### src/design/membridge_bus_pkg.sv
// burst geometry of the system memory write path
// burst planner FSM states
package membridge_bus_pkg;

    localparam int BURST_WORDS = 16;  // max words per burst
    localparam int BURST_LEN_W = 4;   // aw_len field, words - 1
    localparam int BYTE_ADDR_W = 32;
    localparam int DATA_W      = 64;

    typedef enum logic [1:0] {
        IDLE,         // nothing left to plan
        CALC,         // build address and length of next burst
        ISSUE,        // send AW if a credit is held
        WAIT_CREDIT   // stalled, no AW credit
    } planner_state_e;

endpackage

### src/design/membridge_regs_pkg.sv
// register map of the bridge control block
// control word bit positions and setup field widths
package membridge_regs_pkg;

    typedef enum logic [3:0] {
        REG_CTRL      = 4'd0,  // enable, start, continue
        REG_LO_ADDR64 = 4'd2,  // range low, 64-bit words
        REG_SIZE64    = 4'd3,  // range size, 64-bit words
        REG_START64   = 4'd4,  // offset from range low
        REG_LEN64     = 4'd5   // transfer length, 64-bit words
    } reg_op_e;

    localparam int REG_DATA_W = 32;  // register write data
    localparam int ADDR64_W   = 29;  // word address or length

    // control word, bits 2:1 = 01 start fresh, 11 continue
    localparam int CTRL_ENABLE_BIT   = 0;
    localparam int CTRL_START_BIT    = 1;
    localparam int CTRL_CONTINUE_BIT = 2;

    // low, size and start are kept 16-word aligned, length is not

endpackage
### src/design/xfer_if.sv
// transfer setup latched by the control block
// start event toward the planner and the framer
`timescale 1ns/1ps

interface xfer_if;

    logic                                    start;       // one-cycle pulse
    logic                                    reset_addr;  // 0 = continue from last end
    logic [membridge_regs_pkg::ADDR64_W-1:0] lo_addr64;
    logic [membridge_regs_pkg::ADDR64_W-1:0] size64;
    logic [membridge_regs_pkg::ADDR64_W-1:0] start64;
    logic [membridge_regs_pkg::ADDR64_W-1:0] len64;

    modport ctrl (output start, reset_addr, lo_addr64, size64, start64, len64);

    modport planner (input start, reset_addr, lo_addr64, size64, start64, len64);

    modport framer (input start, len64);

endinterface

### src/design/membridge_top.sv
// system memory write bridge, top level
// control block, burst planner, beat framer, completion monitor
`timescale 1ns/1ps

module membridge_top #(
    parameter int AW_CREDITS = 4,
    parameter int W_CREDITS  = 16,
    parameter int SRC_DEPTH  = 4
) (
    input  logic                                      hclk,
    input  logic                                      rst,
    input  logic                                      reg_we_i,
    input  membridge_regs_pkg::reg_op_e               reg_addr_i,
    input  logic [membridge_regs_pkg::REG_DATA_W-1:0] reg_wdata_i,
    input  logic                                      src_valid_i,
    input  logic [membridge_bus_pkg::DATA_W-1:0]      src_data_i,
    output logic                                      src_credit_o,
    input  logic                                      aw_credit_i,
    output logic                                      aw_valid_o,
    output logic [membridge_bus_pkg::BYTE_ADDR_W-1:0] aw_addr_o,
    output logic [membridge_bus_pkg::BURST_LEN_W-1:0] aw_len_o,
    input  logic                                      w_credit_i,
    output logic                                      w_valid_o,
    output logic [membridge_bus_pkg::DATA_W-1:0]      w_data_o,
    output logic                                      w_last_o,
    input  logic                                      b_valid_i,
    output logic                                      busy_o,
    output logic                                      done_o
);

    logic enable;
    logic burst_issued;
    logic plan_done;
    logic beat_sent;
    logic frame_done;

    xfer_if xfer ();

    membridge_ctrl u_ctrl (
        .hclk(hclk), .rst(rst), .reg_we_i(reg_we_i), .reg_addr_i(reg_addr_i),
        .reg_wdata_i(reg_wdata_i), .enable_o(enable), .xfer_o(xfer.ctrl)
    );

    burst_planner #(.AW_CREDITS(AW_CREDITS)) u_planner (
        .hclk(hclk), .rst(rst), .xfer_i(xfer.planner), .aw_credit_i(aw_credit_i),
        .aw_valid_o(aw_valid_o), .aw_addr_o(aw_addr_o), .aw_len_o(aw_len_o),
        .burst_issued_o(burst_issued), .plan_done_o(plan_done)
    );

    beat_framer #(.W_CREDITS(W_CREDITS), .SRC_DEPTH(SRC_DEPTH)) u_framer (
        .hclk(hclk), .rst(rst), .xfer_i(xfer.framer), .src_valid_i(src_valid_i),
        .src_data_i(src_data_i), .src_credit_o(src_credit_o), .w_credit_i(w_credit_i),
        .w_valid_o(w_valid_o), .w_data_o(w_data_o), .w_last_o(w_last_o),
        .beat_sent_o(beat_sent), .frame_done_o(frame_done)
    );

    completion_monitor u_monitor (
        .hclk(hclk), .rst(rst), .enable_i(enable), .burst_issued_i(burst_issued),
        .plan_done_i(plan_done), .beat_sent_i(beat_sent), .frame_done_i(frame_done),
        .b_valid_i(b_valid_i), .busy_o(busy_o), .done_o(done_o)
    );

endmodule

### src/design/completion_monitor.sv
// matches issued bursts against write responses
// busy and done status of the current transfer
`timescale 1ns/1ps

module completion_monitor (
    input  logic hclk,
    input  logic rst,
    input  logic enable_i,
    input  logic burst_issued_i,
    input  logic plan_done_i,
    input  logic beat_sent_i,
    input  logic frame_done_i,
    input  logic b_valid_i,
    output logic busy_o,
    output logic done_o
);

    localparam int AW = membridge_regs_pkg::ADDR64_W;

    logic [AW-1:0] burst_cnt;    // AWs sent this transfer
    logic [AW-1:0] resp_cnt;     // B responses seen
    logic          plan_done_d;
    logic          new_xfer;
    logic          complete;

    assign new_xfer = plan_done_d && !plan_done_i;  // planner cleared by a start
    assign complete = busy_o && !burst_issued_i && plan_done_i && frame_done_i &&
                      (burst_cnt == resp_cnt);  // an AW on the wire is not yet counted

    always_ff @(posedge hclk or posedge rst) begin
        if (rst) begin
            burst_cnt   <= '0;
            resp_cnt    <= '0;
            plan_done_d <= 1'b0;
            busy_o      <= 1'b0;
            done_o      <= 1'b0;
        end else begin
            plan_done_d <= plan_done_i;
            if (new_xfer) begin
                burst_cnt <= '0;
                resp_cnt  <= '0;
            end else begin
                if (burst_issued_i) begin
                    burst_cnt <= burst_cnt + 1'b1;
                end
                if (b_valid_i) begin
                    resp_cnt <= resp_cnt + 1'b1;
                end
            end
            if (complete || new_xfer) begin
                busy_o <= 1'b0;
            end else if (burst_issued_i || beat_sent_i) begin
                busy_o <= 1'b1;  // W may lead AW
            end
            if (!enable_i) begin
                done_o <= 1'b0;  // disable clears status
            end else if (complete) begin
                done_o <= 1'b1;
            end else if (new_xfer) begin
                done_o <= 1'b0;
            end
        end
    end

    // a response always follows an AW that the planner issued
    assert property (@(posedge hclk) disable iff (rst) b_valid_i |-> burst_cnt != resp_cnt);

endmodule

### src/design/beat_framer.sv
// staging FIFO for source words, source credit return
// W credit counting and last-beat marking per burst
`timescale 1ns/1ps

module beat_framer #(
    parameter int W_CREDITS = 16,
    parameter int SRC_DEPTH = 4
) (
    input  logic                                 hclk,
    input  logic                                 rst,
    xfer_if.framer                               xfer_i,
    input  logic                                 src_valid_i,
    input  logic [membridge_bus_pkg::DATA_W-1:0] src_data_i,
    output logic                                 src_credit_o,
    input  logic                                 w_credit_i,
    output logic                                 w_valid_o,
    output logic [membridge_bus_pkg::DATA_W-1:0] w_data_o,
    output logic                                 w_last_o,
    output logic                                 beat_sent_o,
    output logic                                 frame_done_o
);

    localparam int AW = membridge_regs_pkg::ADDR64_W;
    localparam int LW = membridge_bus_pkg::BURST_LEN_W;
    localparam int PW = $clog2(SRC_DEPTH);
    localparam int FW = $clog2(SRC_DEPTH + 1);
    localparam int CW = $clog2(W_CREDITS + 1);

    logic [membridge_bus_pkg::DATA_W-1:0] fifo_mem [SRC_DEPTH];
    logic [PW-1:0] wr_ptr;
    logic [PW-1:0] rd_ptr;
    logic [FW-1:0] fill;      // words held
    logic [CW-1:0] credits;   // W credits
    logic [AW-1:0] left64;    // words still to send
    logic [LW-1:0] beat_cnt;  // beat within burst
    logic          pop;

    assign pop          = (fill != '0) && (credits != '0) && (left64 != '0);
    assign beat_sent_o  = w_valid_o;
    assign src_credit_o = w_valid_o;  // slot freed by this beat

    always_ff @(posedge hclk) begin
        if (src_valid_i) begin
            fifo_mem[wr_ptr] <= src_data_i;
        end
        if (pop) begin
            w_data_o <= fifo_mem[rd_ptr];
        end
    end

    always_ff @(posedge hclk or posedge rst) begin
        if (rst) begin
            wr_ptr       <= '0;
            rd_ptr       <= '0;
            fill         <= '0;
            credits      <= CW'(W_CREDITS);
            left64       <= '0;
            beat_cnt     <= '0;
            w_valid_o    <= 1'b0;
            w_last_o     <= 1'b0;
            frame_done_o <= 1'b0;
        end else begin
            if (src_valid_i) begin
                wr_ptr <= (wr_ptr == PW'(SRC_DEPTH - 1)) ? '0 : wr_ptr + 1'b1;
            end
            if (pop) begin
                rd_ptr <= (rd_ptr == PW'(SRC_DEPTH - 1)) ? '0 : rd_ptr + 1'b1;
            end
            fill      <= fill + FW'(src_valid_i) - FW'(pop);
            credits   <= credits + CW'(w_credit_i) - CW'(pop);
            w_valid_o <= pop;
            w_last_o  <= pop && ((&beat_cnt) || (left64 == AW'(1)));  // 16th or final
            if (xfer_i.start) begin
                left64       <= xfer_i.len64;
                beat_cnt     <= '0;
                frame_done_o <= (xfer_i.len64 == '0);
            end else if (pop) begin
                left64   <= left64 - 1'b1;
                beat_cnt <= beat_cnt + 1'b1;
                if (left64 == AW'(1)) begin
                    frame_done_o <= 1'b1;
                end
            end
        end
    end

    // source keeps its credit count, so it never pushes into a full FIFO
    assert property (@(posedge hclk) disable iff (rst)
        src_valid_i |-> fill != FW'(SRC_DEPTH));

    // W credits come back only for beats already sent so the count never wraps
    assert property (@(posedge hclk) disable iff (rst)
        w_credit_i |-> credits != CW'(W_CREDITS));

endmodule

### src/design/burst_planner.sv
// splits a transfer into bursts of up to 16 words
// relative address with range rollover, AW credits and AW issue
`timescale 1ns/1ps

module burst_planner #(
    parameter int AW_CREDITS = 4
) (
    input  logic                                      hclk,
    input  logic                                      rst,
    xfer_if.planner                                   xfer_i,
    input  logic                                      aw_credit_i,
    output logic                                      aw_valid_o,
    output logic [membridge_bus_pkg::BYTE_ADDR_W-1:0] aw_addr_o,
    output logic [membridge_bus_pkg::BURST_LEN_W-1:0] aw_len_o,
    output logic                                      burst_issued_o,
    output logic                                      plan_done_o
);

    localparam int AW = membridge_regs_pkg::ADDR64_W;
    localparam int LW = membridge_bus_pkg::BURST_LEN_W;
    localparam int BW = LW + 1;  // word count, up to 16
    localparam int CW = $clog2(AW_CREDITS + 1);

    membridge_bus_pkg::planner_state_e state;

    logic [AW-1:0] rel64;     // relative to range low
    logic [AW-1:0] left64;    // words not yet planned
    logic [BW-1:0] burst_w;   // words in current burst
    logic [BW-1:0] len_m1;
    logic          rollover;  // current block is last of the range
    logic [CW-1:0] credits;
    logic          issue;

    assign issue = ((state == membridge_bus_pkg::ISSUE) ||
                    (state == membridge_bus_pkg::WAIT_CREDIT)) && (credits != '0);
    assign len_m1         = burst_w - 1'b1;
    assign aw_len_o       = len_m1[LW-1:0];
    assign burst_issued_o = aw_valid_o;

    // burst fields, held stable while aw_valid_o is up
    always_ff @(posedge hclk) begin
        if (state == membridge_bus_pkg::CALC) begin
            burst_w   <= (|left64[AW-1:LW]) ? BW'(membridge_bus_pkg::BURST_WORDS)
                                            : {1'b0, left64[LW-1:0]};
            rollover  <= rel64[AW-1:LW] == (xfer_i.size64[AW-1:LW] - 1'b1);
            aw_addr_o <= {xfer_i.lo_addr64 + rel64, 3'b000};  // words to bytes
        end
    end

    always_ff @(posedge hclk or posedge rst) begin
        if (rst) begin
            state       <= membridge_bus_pkg::IDLE;
            rel64       <= '0;
            left64      <= '0;
            credits     <= CW'(AW_CREDITS);
            aw_valid_o  <= 1'b0;
            plan_done_o <= 1'b0;
        end else begin
            credits    <= credits + CW'(aw_credit_i) - CW'(issue);
            aw_valid_o <= issue;
            if (xfer_i.start) begin
                if (xfer_i.reset_addr) begin
                    rel64 <= xfer_i.start64;  // else resume where last ended
                end
                left64      <= xfer_i.len64;
                plan_done_o <= (xfer_i.len64 == '0);
                state       <= (xfer_i.len64 == '0) ? membridge_bus_pkg::IDLE
                                                    : membridge_bus_pkg::CALC;
            end else begin
                if (state == membridge_bus_pkg::CALC) begin
                    state <= membridge_bus_pkg::ISSUE;
                end else if (state == membridge_bus_pkg::ISSUE && !issue) begin
                    state <= membridge_bus_pkg::WAIT_CREDIT;
                end
                if (issue) begin
                    left64 <= left64 - AW'(burst_w);
                    if (burst_w != BW'(membridge_bus_pkg::BURST_WORDS)) begin
                        rel64 <= rel64 + AW'(burst_w);  // partial tail, kept for continue
                    end else if (rollover) begin
                        rel64 <= '0;
                    end else begin
                        rel64 <= rel64 + AW'(membridge_bus_pkg::BURST_WORDS);
                    end
                    if (left64 == AW'(burst_w)) begin
                        plan_done_o <= 1'b1;
                        state       <= membridge_bus_pkg::IDLE;
                    end else begin
                        state <= membridge_bus_pkg::CALC;
                    end
                end
            end
        end
    end

    // credits come back only for AWs in flight so the count never wraps
    assert property (@(posedge hclk) disable iff (rst)
        aw_credit_i |-> credits != CW'(AW_CREDITS));

endmodule

### src/design/membridge_ctrl.sv
// register write decoding for the memory bridge
// aligned setup registers, enable bit, start pulse
`timescale 1ns/1ps

module membridge_ctrl (
    input  logic                                      hclk,
    input  logic                                      rst,
    input  logic                                      reg_we_i,
    input  membridge_regs_pkg::reg_op_e               reg_addr_i,
    input  logic [membridge_regs_pkg::REG_DATA_W-1:0] reg_wdata_i,
    output logic                                      enable_o,
    xfer_if.ctrl                                      xfer_o
);

    localparam int AW = membridge_regs_pkg::ADDR64_W;

    logic          set_ctrl;
    logic          set_lo;
    logic          set_size;
    logic          set_start;
    logic          set_len;
    logic [AW-1:0] wd_aligned;

    assign set_ctrl   = reg_we_i && (reg_addr_i == membridge_regs_pkg::REG_CTRL);
    assign set_lo     = reg_we_i && (reg_addr_i == membridge_regs_pkg::REG_LO_ADDR64);
    assign set_size   = reg_we_i && (reg_addr_i == membridge_regs_pkg::REG_SIZE64);
    assign set_start  = reg_we_i && (reg_addr_i == membridge_regs_pkg::REG_START64);
    assign set_len    = reg_we_i && (reg_addr_i == membridge_regs_pkg::REG_LEN64);
    assign wd_aligned = {reg_wdata_i[AW-1:4], 4'b0000};  // 16-word boundary

    always_ff @(posedge hclk) begin
        if (set_lo) begin
            xfer_o.lo_addr64 <= wd_aligned;
        end
        if (set_size) begin
            xfer_o.size64 <= wd_aligned;
        end
        if (set_lo) begin
            xfer_o.start64 <= '0;  // new range, restart at its base
        end else if (set_start) begin
            xfer_o.start64 <= wd_aligned;
        end
        if (set_len) begin
            xfer_o.len64 <= reg_wdata_i[AW-1:0];  // any length
        end
        if (set_ctrl) begin
            xfer_o.reset_addr <= reg_wdata_i[membridge_regs_pkg::CTRL_START_BIT] &&
                                 !reg_wdata_i[membridge_regs_pkg::CTRL_CONTINUE_BIT];
        end
    end

    always_ff @(posedge hclk or posedge rst) begin
        if (rst) begin
            enable_o     <= 1'b0;
            xfer_o.start <= 1'b0;
        end else begin
            if (set_ctrl) begin
                enable_o <= reg_wdata_i[membridge_regs_pkg::CTRL_ENABLE_BIT];
            end
            // pulse lines up with the setup written on the same edge
            xfer_o.start <= set_ctrl && reg_wdata_i[membridge_regs_pkg::CTRL_START_BIT];
        end
    end

endmodule

### config.mk
export PLATFORM = sky130hd
export DESIGN_NAME = membridge_top
export DESIGN_NICKNAME = d
export VERILOG_FILES = /design/src/design/membridge_bus_pkg.sv /design/src/design/membridge_regs_pkg.sv /design/src/design/xfer_if.sv /design/src/design/membridge_top.sv /design/src/design/completion_monitor.sv /design/src/design/beat_framer.sv /design/src/design/burst_planner.sv /design/src/design/membridge_ctrl.sv
export SDC_FILE = /design/constraint.sdc
export NUM_CORES = 1
export LEC_CHECK = 0
export BUFFER_PORTS_ARGS = -buffer_cell sky130_fd_sc_hd__buf_2
export CORE_MARGIN = 8
export CORE_UTILIZATION = 35
export CTS_BUF_LIST = sky130_fd_sc_hd__clkbuf_16
export CTS_CLUSTER_DIAMETER = 120
export CTS_CLUSTER_SIZE = 30
export DETAILED_ROUTE_END_ITERATION = 10
export GPL_TIMING_DRIVEN = 1
export HOLD_SLACK_MARGIN = 0.12
export SYNTH_ARGS = -nofsm -noshare
export SYNTH_HDL_FRONTEND = slang
export SYNTH_SLANG_ARGS = --single-unit
### constraint.sdc
create_clock -name hclk -period 5.4 [get_ports hclk]
set_input_delay 0.81 -clock hclk [delete_from_list [all_inputs] [get_ports hclk]]
set_output_delay 0.81 -clock hclk [all_outputs]
set_load 0.03 [all_outputs]
==> summary by stage, run 1 <==
Outcome
The flow ran to the end, and the final reports show no timing, DRC or antenna violations.

Place
The number of port buffers is 206. The number of placed instances, taps included, is 3251. The congestion estimate from routability-driven global placement came to 0.873. Once placement finished, the instance area stood at 0.0302 mm2.

The wire-length estimate of the detail-placed layout is 44.8 mm.

Critical path
The data required time at the worst endpoint is 5.95 ns. The largest fanout on the critical path is 40. For the worst flop-to-flop path, the logic depth is 12.

In this design, the stage delay of the slowest critical-path cell is 0.64 ns. The endpoint identified for the worst register-to-register timing path is u_framer.credits[4]. The critical path launch point type is a flip-flop.

The most critical setup path has its endpoint at u_framer.credits[4]. The worst setup path is of the flip-flop to flip-flop kind. Walking the worst path, the cells encountered are or4_1 -> nor4_1 -> nand3_1 -> o21a_4 -> ha_1 -> inv_1 -> ha_1 -> fa_1 -> a21oi_1 -> nor2_1 -> nor2_1 -> xnor2_1. The worst register-to-register path has a setup slack of 1.58 ns. Tracing the worst setup path back leads to its startpoint at u_framer.left64[9]. The cell at the slowest stage of the critical path is sky130_fd_sc_hd__or4_1. The critical path capture point type is a flip-flop. The worst register-to-register path begins at u_framer.left64[9]. STA puts the critical path data arrival time at 4.37 ns.

GRT
The initial antenna violation count is 19. The first global-routing pass estimated 101 mm of wire. The via count of the first global-routing pass came to 17300. The aggregate global routing overflow is 0.

The pin count of the biggest net entering global routing is 172. Across every metal layer, demand over resource in global routing totals 14.1%.

Detailed routing
The number of detailed-route iterations in the first pass is 5. The mean number of vias per cell is 5.16. The routed wire length is 64.8 mm. For this run, design rule violations remaining after detail routing come to 0. The detail-routed net length per standard cell is 19.6 um. The number of vias in the routed layout is 17100.

The detailed router finished its first iteration with 1061 violations. The number of nets still failing antenna checks after routing is 0.

Timing
The final critical-path share of the clock period is 70.7%. In this run the tightest slew margin relative to its limit is 17.8%. The final count of pins violating max slew is 0. Static timing analysis puts the maximum clock frequency at 262 MHz. Setup repair after global routing left no endpoint under its margin. For the final routed database, the setup TNS stands at 0 ns.

The number of failing hold endpoints at the final stage was 0. The final critical-path required period is 3.82 ns. For the pin with the worst max-slew slack, the measured transition is 1.23 ns. The worst clock skew is 0.0204 ns.

The count of final setup violators is 0.

Synthesis
After synthesis, the largest family of logic cells by area is simple AND/OR/NAND/NOR gates. The area share of xor/xnor cells in the synthesized design is 6.95%. For this run, the number of Yosys warnings is 0.

Of all flip-flops after synthesis, the portion carrying an async set or reset was 27.7%. The post-synthesis adder-cell area fraction is 3.03%. By count the netlist is led by sky130_fd_sc_hd__edfxtp_1 (435), sky130_fd_sc_hd__dfrtp_1 (174), sky130_fd_sc_hd__nand2_1 (170), sky130_fd_sc_hd__nor2_1 (146), sky130_fd_sc_hd__xor2_1 (115). Summing every instance area after synthesis gives 0.0280 mm2. The synthesized netlist devotes 10.7% of its cell area to simple gates. Synthesis produced a netlist whose cell count is 2051. The largest area contributor in the netlist is sky130_fd_sc_hd__edfxtp_1. Of the synthesized area, sequential elements account for 64.3%. After synthesis, the share of cell area in mux cells is 7.06%. The top-area cell type share of the netlist area is 46.7%. The mean instance size in the synthesized netlist is 13.6 um2. The most frequently used flop master after synthesis is sky130_fd_sc_hd__edfxtp_1. After synthesis the netlist holds a flip-flop and latch count of 636. The number of distinct library cells after synthesis is 73. The post-synthesis compound-gate area fraction is 6.07%.

In this run, synthesis inferred 435 flip-flops with an integrated enable. By area the synthesized netlist is led by sky130_fd_sc_hd__edfxtp_1 (47%), sky130_fd_sc_hd__dfrtp_1 (16%), sky130_fd_sc_hd__mux4_2 (5.2%). In the post-synthesis netlist, the cell with the most instances is sky130_fd_sc_hd__edfxtp_1.

Clock network
The number of sinks handled by clock tree synthesis is 636. The number of setup buffers added after CTS is 0. The register clock-pin slew on the reported worst setup and hold paths is 0.12 ns. Post-CTS repair changed the size of 0 cells.

At the later pin of the worst-skew pair, clock insertion delay measures 0.62 ns. CTS built an H-tree with a depth of 1. TritonCTS created 28 clock buffers. The tree is rooted in a sky130_fd_sc_hd__clkbuf_16. The maximum root-to-sink buffer count is 3. The CTS tree is done.

Power and ir drop
The worst supply voltage drop on vdd is 0.347 mV. Dividing total power by cell area gives a power density of 488 mW/mm2. Summing internal, switching and leakage power gives 15200 uW. The leakage power is 0.0115 uW.

Hold path
The worst hold path belongs to the class input pin to flip-flop.

Final layout
For this run, the number of standard cells in the final layout without fillers is 3304. The area growth from synthesis to layout is 11.4%. The sequential cell area is 0.0180 mm2.

The number of fillers in the final layout is 7388. The cell area after layout is 0.0311 mm2. Summing all multi-input logic gate instances after layout gives 0.00950 mm2. In the final layout, the share of cells above drive strength 1 is 17.9%.

The number of nets in the layout is 2403.

Floorplanning
The die extent in x is 299 um. The floorplan step defined a die boundary enclosing 0.0892 mm2. From bottom edge to top edge, the die measures 299 um. The initial utilization of the core area, before any placement, comes to 35.4%. The total area inside the core boundary comes to 0.0790 mm2.

213 I/O pins were placed. The floorplan has 103 rows.

Flow run
The reported max-cap violation count is 0.
[through the flow]
stage	worst slack [ns]	utilization, %	hold WS, ns
6_report	1.58	39.4	0.369
5_1_grt	1.35	39.4	0.339
4_1_cts	1.55	39.4	0.328
3_5_place_dp	1.56	38.2	0.440
3_3_place_gp	1.55	38.2	0.439
2_1_floorplan	1.26	-	0.407
[flip-flops by register name, indices dropped and copies added (netlist names), 25 cells and up]
| register | cells |
|---|---|
| u_framer.fifo_mem | 256 |
| u_framer.w_data_o | 64 |
| u_ctrl.xfer_o.len64 | 29 |
| u_framer.left64 | 29 |
| u_monitor.burst_cnt | 29 |
| u_monitor.resp_cnt | 29 |
| u_planner.aw_addr_o | 29 |
| u_planner.left64 | 29 |
| u_planner.rel64 | 29 |
| u_ctrl.xfer_o.lo_addr64 | 25 |
| u_ctrl.xfer_o.size64 | 25 |
| u_ctrl.xfer_o.start64 | 25 |
[kinds of logic after synthesis]
family,count (synthesis)
AOI/OAI and AO/OA,275
other,1
buffers and inverters,137
adders and majority gates,64
DFF,636
xor gates and xnor gates,222
and+or+nand+nor,605
muxes,111
[cell type report]
class                      count  share of cell area (%)
sequential                   636                    57.7
multi-input combinational   1280                    30.5
tap                         1050                    4.22
timing repair buffer         226                    3.84
clock buffer                  29                    2.33
inverter                      60                   0.735
clock inverter                15                   0.591
antenna                        8                  0.0643
[worst max-delay path, delay by kind of cell (launching register included)]
kind,cells,cell delay (ns)
AOI/OAI and AO/OA,2,0.61
xor gates and xnor gates,1,0.13
adders and majority gates,3,0.98
buffers and inverters,1,0.04
DFF,1,0.42
and+or+nand+nor,5,1.56
[cell usage in the layout (no fill, tap or decap), types with 12 or more instances in the layout]
cell | Yosys | final
sky130_fd_sc_hd__mux4_2 | 65 | 65
sky130_fd_sc_hd__nor2_1 | 146 | 145
sky130_fd_sc_hd__nand3_1 | 45 | 45
sky130_fd_sc_hd__and3_1 | 19 | 19
sky130_fd_sc_hd__inv_1 | 60 | 62
sky130_fd_sc_hd__xor2_1 | 115 | 115
sky130_fd_sc_hd__buf_4 | 4 | 18
sky130_fd_sc_hd__xnor2_1 | 107 | 107
sky130_fd_sc_hd__edfxtp_1 | 435 | 435
sky130_fd_sc_hd__nor3_1 | 55 | 54
sky130_fd_sc_hd__nor4_1 | 32 | 31
sky130_fd_sc_hd__a21oi_1 | 86 | 86
sky130_fd_sc_hd__nand2_1 | 170 | 170
sky130_fd_sc_hd__a31oi_1 | 16 | 16
sky130_fd_sc_hd__or3_1 | 21 | 21
sky130_fd_sc_hd__ha_1 | 58 | 58
sky130_fd_sc_hd__buf_2 | 1 | 206
sky130_fd_sc_hd__and2_1 | 16 | 12
sky130_fd_sc_hd__clkbuf_16 | 0 | 29
sky130_fd_sc_hd__dfxtp_1 | 25 | 25
sky130_fd_sc_hd__o21ai_0 | 74 | 74
sky130_fd_sc_hd__nand4_1 | 27 | 27
sky130_fd_sc_hd__dfrtp_1 | 174 | 171
sky130_fd_sc_hd__mux2_2 | 39 | 39
[power breakdown]
group | switching [uW] | internal (uW) | leakage [uW]
Clock | 1560 | 1070 | 0.000456
Combinational | 3130 | 1980 | 0.00453
Sequential | 833 | 6610 | 0.00650
Total | 5530 | 9660 | 0.0115
[worst min-delay path by stage]
stage / start / slack (ns) / endpoint / cells past startpoint
final: reg_wdata_i[3] / 0.37 / u_ctrl.xfer_o.len64[3] / 1
after CTS: reg_wdata_i[3] / 0.33 / u_ctrl.xfer_o.len64[3] / 1
after global routing: reg_wdata_i[3] / 0.34 / u_ctrl.xfer_o.len64[3] / 1
after global placement: u_ctrl.xfer_o.start64[18] / 0.44 / u_planner.rel64[18] / 2
after floorplan: u_planner.plan_done_o / 0.41 / u_monitor.plan_done_d / 0
after detailed placement: u_ctrl.xfer_o.start64[18] / 0.44 / u_planner.rel64[18] / 2
[what timing repair did]
action / 4_1_cts / 5_1_grt
setup endpoints to repair: 0 / 0
endpoints found under the hold margin: 5 / 0
hold buffers: 1 / 0
[per-layer routing]
| metal | track usage, % | wire, um | vias up |
|---|---|---|---|
| met3 | 4.55 | 5500 | 99 |
| met2 | 23.1 | 30200 | 471 |
| met1 | 18.0 | 27400 | 8526 |
| met4 | 3.35 | 1550 | 14 |
| met5 | 0 | 92 | - |
| li1 | - | - | 7940 |
No activity file was read; power rests on OpenSTA's default activity.
==> run 2, diff against run 1 <==
Settings changed: ABC_AREA set to 1.
Clock period 5.4 ns to 3.2 ns, I/O delays scaled along.
==> run 2 against run 1 <==
Against the previous run: design area rose by 11%; worst setup slack worse by 1.3 ns; non-clock buffer count up 120; critical endpoint unchanged; clock skew is 0.014 ns higher; largest cell class unchanged; clock power rose by 73%; highest routed layer unchanged; first-iteration DRC count rose by 57%.
==> summary by stage, run 2 <==
Outcome
Outcome: finished clean (unchanged).

Clock network
The CTS buffer count is 29 (was 28). The clock network latency to the later pin of the worst-skew pair is 0.64 ns (was 0.62 ns). The clock tree root driver cell is sky130_fd_sc_hd__clkbuf_16 (unchanged). The number of sinks handled by clock tree synthesis is 636 (unchanged). The maximum root-to-sink buffer count is 3 (unchanged). The CTS tree is done (unchanged). The H-tree depth is 1 (unchanged). The register clock-pin slew on the reported worst setup and hold paths is 0.12 ns (about the same).

Floorplanning
The area of the die is 0.0957 mm2 (was 0.0892 mm2). The vertical extent of the die is 309 um (was 299 um). The count of pins on the block boundary is 213 (unchanged).

The die extent in x came to 309 um (was 299 um). The area inside the core boundary is 0.0851 mm2 (was 0.0790 mm2). The cell row count was 107 (was 103). The effective utilization at floorplan is 35.4% (about the same).

Final layout
Most frequent cells in the layout: sky130_fd_sc_hd__nand2_1 (586), sky130_fd_sc_hd__edfxtp_1 (435), sky130_fd_sc_hd__nor2_1 (379) (was sky130_fd_sc_hd__edfxtp_1 (435), sky130_fd_sc_hd__buf_2 (206), sky130_fd_sc_hd__dfrtp_1 (171)). The cell area after layout is 0.0345 mm2 (was 0.0311 mm2). The end-of-flow core utilization is 40.5% (was 39.4%). The number of fillers in the final layout was 8404 (was 7388). Largest registers: u_framer.fifo_mem: 256 flops, u_framer.w_data_o: 64 flops (unchanged). The register with the most flip-flops is u_framer.fifo_mem (unchanged). The most common library cell in the layout ignoring fill and taps is sky130_fd_sc_hd__nand2_1 (was sky130_fd_sc_hd__edfxtp_1). The ratio of cells with drive above 1 in the final layout is 11.1% (was 17.9%). The number of flip-flops under the largest register name is 256 (unchanged). The synthesis-to-layout area growth is 14.6% (was 11.4%). The number of nets in the layout is 3510 (was 2403).

Place
The weighted congestion reported at the end of routability-driven placement is 0.912 (was 0.873). The standard cell area after detailed placement came to 0.0326 mm2 (was 0.0302 mm2). The detailed-placement wirelength estimate is 54.9 mm (was 44.8 mm).

The number of port buffers is 206 (unchanged).

Synthesis
The fraction of synthesis flops using an asynchronous set or reset pin was 27.7% (unchanged). Synth cell count leaders: sky130_fd_sc_hd__nand2_1 (586), sky130_fd_sc_hd__edfxtp_1 (435), sky130_fd_sc_hd__nor2_1 (381), sky130_fd_sc_hd__inv_1 (287), sky130_fd_sc_hd__o21ai_0 (229) (was sky130_fd_sc_hd__edfxtp_1 (435), sky130_fd_sc_hd__dfrtp_1 (174), sky130_fd_sc_hd__nand2_1 (170), sky130_fd_sc_hd__nor2_1 (146), sky130_fd_sc_hd__xor2_1 (115)). The most frequent cell after synthesis is sky130_fd_sc_hd__nand2_1 (was sky130_fd_sc_hd__edfxtp_1). The largest area contributor in the netlist was sky130_fd_sc_hd__edfxtp_1 (unchanged). The mean instance size in the synthesized netlist is 9.82 um2 (was 13.6 um2). The part of the Yosys area used for sequential elements is 59.7% (was 64.3%). The number of distinct library cells after synthesis is 65 (was 73). The post-synthesis cell area is 0.0301 mm2 (was 0.0280 mm2).

The number of enable-type register cells in the synthesized netlist was 435 (unchanged). The most frequently used flop master after synthesis is sky130_fd_sc_hd__edfxtp_1 (unchanged). The top-area cell type share of the netlist area is 43.4% (was 46.7%).

The number of storage elements in the synthesis netlist came to 636 (unchanged). The number of warnings reported in the yosys synthesis log is 0 (unchanged). The gate count after technology mapping came to 3066 (was 2051). Cell types occupying the most area after synthesis: sky130_fd_sc_hd__edfxtp_1 (43%), sky130_fd_sc_hd__dfrtp_1 (14%), sky130_fd_sc_hd__nand2_1 (7.3%) (was sky130_fd_sc_hd__edfxtp_1 (47%), sky130_fd_sc_hd__dfrtp_1 (16%), sky130_fd_sc_hd__mux4_2 (5.2%)).

Timing
The final critical-path required period is 2.94 ns (was 3.82 ns). The relative max-transition margin is 37.2% (was 17.8%). The count of final setup violators is 0 (unchanged). The final count of pins violating max slew is 0 (unchanged). The achievable clock frequency is 340 MHz (was 262 MHz). The worst clock skew is 0.0342 ns (was 0.0204 ns). Setup repair after global routing missed its margin: no (unchanged). The pin slew with the least headroom to its limit is 0.939 ns (was 1.23 ns). The number of failing hold endpoints at the final stage is 0 (unchanged). The worst-case hold slack came to 0.175 ns (was 0.369 ns). The final critical-path share of the clock period is 91.9% (was 70.7%). The total negative setup slack is 0 ns (unchanged).

Detailed routing
The total DRC errors in the routed layout is 0 (unchanged). The mean number of vias per cell is 4.94 (was 5.16). The number of DRC violations after detailed-routing iteration 0 came to 1667 (was 1061).

The number of nets still failing antenna checks after routing came to 0 (unchanged). The number of detailed-route iterations in the first pass came to 6 (was 5). The number of vias in the routed layout was 22300 (was 17100).

The routed wire length is 80.4 mm (was 64.8 mm). The detail-routed net length per standard cell is 17.9 um (was 19.6 um).

Flow run
The reported max-cap violation count came to 0 (unchanged).

GRT
The global-route wire length before repair is 124 mm (was 101 mm). The via count of the first global-routing pass came to 21500 (was 17300). The initial antenna violation count came to 6 (was 19).

The pin count of the biggest net entering global routing is 131 (was 172). The total track usage is 16.3% (was 14.1%). The aggregate global routing overflow is 0 (unchanged).

Power and ir drop
The leakage power is 0.0138 uW (was 0.0115 uW). The power per cell area is 814 mW/mm2 (was 488 mW/mm2). The worst supply voltage drop on vdd was 0.729 mV (was 0.347 mV).

Critical path
The arrival time of data at the critical path endpoint came to 3.50 ns (was 4.37 ns). The critical path capture point type is a flip-flop (unchanged). The largest fanout on the critical path is 5 (was 40). The critical path launch point type is a flip-flop (unchanged). The worst setup path category is flip-flop to flip-flop (unchanged). The data required time at the worst endpoint was 3.76 ns (was 5.95 ns).

Hold path
The class of the tightest hold or removal check is input pin to flip-flop (unchanged).
run 2: cell types whose count changed after synthesis, moves of 34 or more:
cell                      delta
sky130_fd_sc_hd__inv_1     +227
sky130_fd_sc_hd__o21ai_0   +155
sky130_fd_sc_hd__nor2_1    +235
sky130_fd_sc_hd__a21oi_1    +34
sky130_fd_sc_hd__nand2_1   +416
sky130_fd_sc_hd__xnor2_1    -77
sky130_fd_sc_hd__mux4_2     -65
sky130_fd_sc_hd__o22ai_1    +59
sky130_fd_sc_hd__mux2_2     -39
sky130_fd_sc_hd__nand3_1   +125
run 2: layout make-up:
type	count	area [um2]	area share (%)
Inverter	295	1120	3.24
Clock buffer	29	726	2.10
Tap cell	1144	1430	4.15
Sequential cell	636	18000	52.1
Timing Repair Buffer	346	2430	7.06
Antenna cell	4	10.0	0.0290
Clock inverter	18	194	0.562
Multi-Input combinational cell	2031	10600	30.8
run 2: stage by stage:
stage | cells | setup slack [ns] | power (uW)
final | 4503 | 0.259 | 28100
after global routing | 4500 | 0.0221 | 30100
after CTS | 4497 | 0.228 | 28500
after detailed placement | 4356 | 0.247 | 23700
after global placement | 4356 | 0.230 | 23600
after floorplan | 3068 | 0.0206 | 20100
run 2: worst paths after layout:
path                                  startpoint                       to  slack (ns)  cells after the start
max                           u_framer.left64[1]      u_framer.credits[4]        0.26                     17
max in group asynchronous                    rst          u_ctrl.enable_o        1.89                      4
min in group asynchronous                    rst   u_monitor.resp_cnt[18]        0.54                      4
min                               reg_wdata_i[7]  u_ctrl.xfer_o.size64[7]        0.18                      1
max reg2reg                   u_framer.left64[1]      u_framer.credits[4]        0.26                     17
min reg2reg                u_planner.plan_done_o    u_monitor.plan_done_d        0.43                      0
run 2: what timing repair did:
action,in CTS,in global routing
endpoints found under the hold margin,442,5
hold buffers,94,2
gates resized for setup,0,1
endpoints found under the setup margin,0,1
buffers inserted,0,0
run 2: worst max-delay path, stage by stage (launching register included):
cell and delay (ns):
sky130_fd_sc_hd__dfrtp_1 0.40, sky130_fd_sc_hd__inv_1 0.10, sky130_fd_sc_hd__ha_2 0.23, sky130_fd_sc_hd__nand3_2 0.12
sky130_fd_sc_hd__nor2_4 0.16, sky130_fd_sc_hd__nand2_2 0.10, sky130_fd_sc_hd__nor2_4 0.12, sky130_fd_sc_hd__inv_2 0.07
sky130_fd_sc_hd__o21ai_4 0.18, sky130_fd_sc_hd__inv_4 0.06, sky130_fd_sc_hd__ha_1 0.27, sky130_fd_sc_hd__inv_1 0.04
sky130_fd_sc_hd__ha_1 0.19, sky130_fd_sc_hd__fa_1 0.40, sky130_fd_sc_hd__a21oi_1 0.15, sky130_fd_sc_hd__nor2_1 0.05
sky130_fd_sc_hd__nor2_1 0.10, sky130_fd_sc_hd__xor2_1 0.15
run 2: kinds of logic (layout without fill, tap and decap cells):
group / Yosys count / after routing / share of synthesized area [%]
compound gates: 528 / 528 / 10.0
xor+xnor: 120 / 120 / 3.54
fa+ha+maj: 64 / 64 / 2.81
buf+inv: 401 / 688 / 5.19
flops: 636 / 636 / 59.7
mux: 1 / 1 / 0.0332
other cells: 1 / 7 / 0.0125
simple gates: 1315 / 1315 / 18.7
run 2: per-layer routing:
metal / wire, um / up-vias / track usage, % / share of wire (%)
met1: 36300 / 10700 / 22.3 / 45
met5: 27 / - / 0 / 0.034
met2: 37800 / 504 / 27.3 / 47
met4: 1470 / 4 / 3.23 / 1.8
met3: 4840 / 77 / 3.03 / 6.0
li1: - / 11000 / - / -
run 2: where the power goes:
group | total, uW | leakage [uW] | internal [uW] | switching (uW)
Sequential | 12300 | 0.00654 | 11200 | 1130
Clock | 4540 | 0.000458 | 1760 | 2780
Combinational | 11200 | 0.00676 | 3450 | 7750
Total | 28100 | 0.0138 | 16400 | 11700
==> run 3, diff against run 2 <==
Settings changed: CORE_UTILIZATION 35 to 55, PLACE_DENSITY set to 0.75.
==> run 3 against run 2 <==
Against the previous run: highest routed layer is now met4; clock skew fell by 0.00056 ns; sequential power about the same; largest power group unchanged; via count rose by 4.5%; clock power down 12%; count of clock-buffer cells in the layout shrank 4; sequential share of layout area up 1.4 points.
==> summary by stage, run 3 (synthesis gave the netlist of run 2 again) <==
GRT
The via count of the first global-routing pass was 22300 (was 21500). The pin count of the biggest net entering global routing is 91 (was 131). The global-route wire length before repair is 122 mm (was 124 mm). The total track usage is 24.0% (was 16.3%). The initial antenna violation count is 5 (was 6). The aggregate global routing overflow is 0 (unchanged).

Clock network
The H-tree depth is 1 (unchanged). The clock tree root driver cell is sky130_fd_sc_hd__clkbuf_16 (unchanged). The CTS tree is done (unchanged). The CTS buffer count is 25 (was 29). The number of sinks handled by clock tree synthesis was 636 (unchanged). The clock network latency to the later pin of the worst-skew pair is 0.62 ns (was 0.64 ns). The maximum root-to-sink buffer count was 3 (unchanged). The register clock-pin slew on the reported worst setup and hold paths is 0.12 ns (about the same).

Detailed routing
The mean number of vias per cell is 5.76 (was 4.94). The number of nets still failing antenna checks after routing is 0 (unchanged). The number of detailed-route iterations in the first pass came to 5 (was 6). The number of vias in the routed layout was 23300 (was 22300).

The routed wire length is 78.0 mm (was 80.4 mm). The number of DRC violations after detailed-routing iteration 0 is 2268 (was 1667). The total DRC errors in the routed layout was 0 (unchanged). The detail-routed net length per standard cell came to 19.3 um (was 17.9 um).

Hold path
The number of cells traversed by the worst hold path is 1 (unchanged). The class of the tightest hold or removal check is input pin to flip-flop (unchanged).

Final layout
Largest registers: u_framer.fifo_mem: 256 flops, u_framer.w_data_o: 64 flops (unchanged). The number of flip-flops under the largest register name is 256 (unchanged). Most frequent cells in the layout: sky130_fd_sc_hd__nand2_1 (586), sky130_fd_sc_hd__edfxtp_1 (435), sky130_fd_sc_hd__nor2_1 (380) (was sky130_fd_sc_hd__nand2_1 (586), sky130_fd_sc_hd__edfxtp_1 (435), sky130_fd_sc_hd__nor2_1 (379)). The number of nets in the layout is 3491 (was 3510).

The most common library cell in the layout ignoring fill and taps is sky130_fd_sc_hd__nand2_1 (unchanged). The ratio of cells with drive above 1 in the final layout came to 10.3% (was 11.1%). The register with the most flip-flops is u_framer.fifo_mem (unchanged).

The synthesis-to-layout area growth came to 11.6% (was 14.6%). The final cell count without fillers is 4040 (was 4503).

Place
The number of port buffers was 206 (unchanged). The total instance count after detailed placement is 3898 (was 4356). The detailed-placement wirelength estimate is 52.2 mm (was 54.9 mm). The worst slack after detailed placement is 0.141 ns (was 0.247 ns). The weighted congestion reported at the end of routability-driven placement is 0.962 (was 0.912).

Flow run
The reported max-cap violation count came to 0 (unchanged).

Critical path
Critical path, cell by cell: inv_1 -> ha_4 -> nand3_2 -> nor2_4 -> nand2_2 -> nor2_4 -> inv_2 -> o21ai_4 -> clkinv_2 -> ha_1 -> inv_1 -> ha_1 -> fa_1 -> a21oi_1 -> nor2_1 -> nor2_1 -> xor2_1 (was inv_1 -> ha_2 -> nand3_2 -> nor2_4 -> nand2_2 -> nor2_4 -> inv_2 -> o21ai_4 -> inv_4 -> ha_1 -> inv_1 -> ha_1 -> fa_1 -> a21oi_1 -> nor2_1 -> nor2_1 -> xor2_1). The cell at the slowest stage of the critical path is sky130_fd_sc_hd__dfrtp_1 (unchanged). The delay of the slowest critical-path stage is 0.42 ns (was 0.40 ns). The arrival time of data at the critical path endpoint was 3.56 ns (was 3.50 ns). The largest fanout on the critical path is 5 (unchanged).

The largest delay contributor family on the critical path is adder cells (unchanged). The critical path capture point type was a flip-flop (unchanged). The data required time at the worst endpoint is 3.77 ns (was 3.76 ns).

The worst setup path category is flip-flop to flip-flop (unchanged). The number of buffer and inverter stages on the critical path came to 4 (unchanged). The number of cells on the critical path is 17 (unchanged). The number of cells traversed by the worst register-to-register path is 17 (unchanged). The critical path launch point type is a flip-flop (unchanged).

Floorplanning
The effective utilization at floorplan is 55.7% (was 35.4%). The cell row count came to 85 (was 107). The area of the die is 0.0625 mm2 (was 0.0957 mm2). The area inside the core boundary was 0.0540 mm2 (was 0.0851 mm2). The die extent in x is 250 um (was 309 um). The vertical extent of the die is 250 um (was 309 um). The count of pins on the block boundary is 213 (unchanged).

Power and ir drop
The total power was 27500 uW (was 28100 uW). The leakage power is 0.0137 uW (was 0.0138 uW). The worst supply voltage drop on vdd was 0.758 mV (was 0.729 mV). The power per cell area is 819 mW/mm2 (was 814 mW/mm2).

Timing
The worst-case hold slack is 0.149 ns (was 0.175 ns). The final critical-path share of the clock period came to 93.7% (was 91.9%). The worst clock skew is 0.0336 ns (was 0.0342 ns). The achievable clock frequency is 334 MHz (was 340 MHz). The pin slew with the least headroom to its limit is 1.12 ns (was 0.939 ns).

The final critical-path required period is 3.00 ns (was 2.94 ns). The relative max-transition margin came to 25.3% (was 37.2%). The count of final setup violators was 0 (unchanged). The number of failing hold endpoints at the final stage was 0 (unchanged).

The total negative setup slack came to 0 ns (unchanged). The final count of pins violating max slew is 0 (unchanged). The worst path setup slack after routing is 0.203 ns (was 0.259 ns). Setup repair after global routing missed its margin: no (unchanged).

Outcome
Outcome: finished clean (unchanged).
-- run 3: cell types whose count changed in the layout (fill, tap and decap cells not counted), moves of 2 or more --
| cell | before | now |
|---|---|---|
| sky130_fd_sc_hd__inv_1 | 284 | 300 |
| sky130_fd_sc_hd__dlygate4sd3_1 | 96 | 89 |
| sky130_fd_sc_hd__inv_6 | 6 | 0 |
| sky130_fd_sc_hd__buf_4 | 35 | 30 |
| sky130_fd_sc_hd__clkbuf_16 | 29 | 25 |
| sky130_fd_sc_hd__buf_12 | 9 | 6 |
| sky130_fd_sc_hd__clkinv_8 | 2 | 0 |
-- run 3: power by group --
group	leakage, uW	internal [uW]	total [uW]	switching, uW
sequential	0.00654	11200	12400	1180
combinational	0.00668	3380	11100	7740
clock	0.000431	1480	4000	2520
total	0.0137	16100	27500	11400
-- run 3: repair_timing --
| item | 4_1_cts | 5_1_grt |
|---|---|---|
| hold buffers | 84 | 5 |
| hold endpoints to repair | 346 | 11 |
| setup buffers | 0 | 2 |
| gates resized for setup | 0 | 2 |
| setup endpoints to repair | 0 | 1 |
-- run 3: path summary, 6_finish.rpt --
kind / start / endpoint / slack (ns)
hold / removal: reg_wdata_i[20] / u_ctrl.xfer_o.lo_addr64[20] / 0.15
max in group asynchronous: rst / u_planner.rel64[11] / 1.81
hold reg to reg: u_planner.plan_done_o / u_monitor.plan_done_d / 0.46
min in group asynchronous: rst / u_monitor.resp_cnt[26] / 0.31
setup / recovery: u_framer.left64[1] / u_framer.credits[4] / 0.20
setup reg to reg: u_framer.left64[1] / u_framer.credits[4] / 0.20
-- run 3: routing by layer --
metal,up-vias,wire (um),GRT usage (%)
met5,-,0,0
li1,11000,-,-
met3,108,6360,4.55
met4,0,1510,5.54
met1,11300,33500,33.6
met2,945,36600,38.8
-- run 3: area by class of cell --
type	instances	area (um2)
antenna	5	12.5
clock buffer	25	626
clock inverter	21	121
fill	4395	20400
inverter	295	1110
multi-input combinational	2031	10600
sequential	636	18000
tap	696	871
timing repair buffer	331	2270
-- run 3: stage by stage --
step           utilization, %  area (um2)
6_report                 62.2       33600
5_1_grt                  62.2       33600
4_1_cts                  62.0       33500
3_5_place_dp             59.1       31900
3_3_place_gp             59.1       31900
2_1_floorplan               -       30100
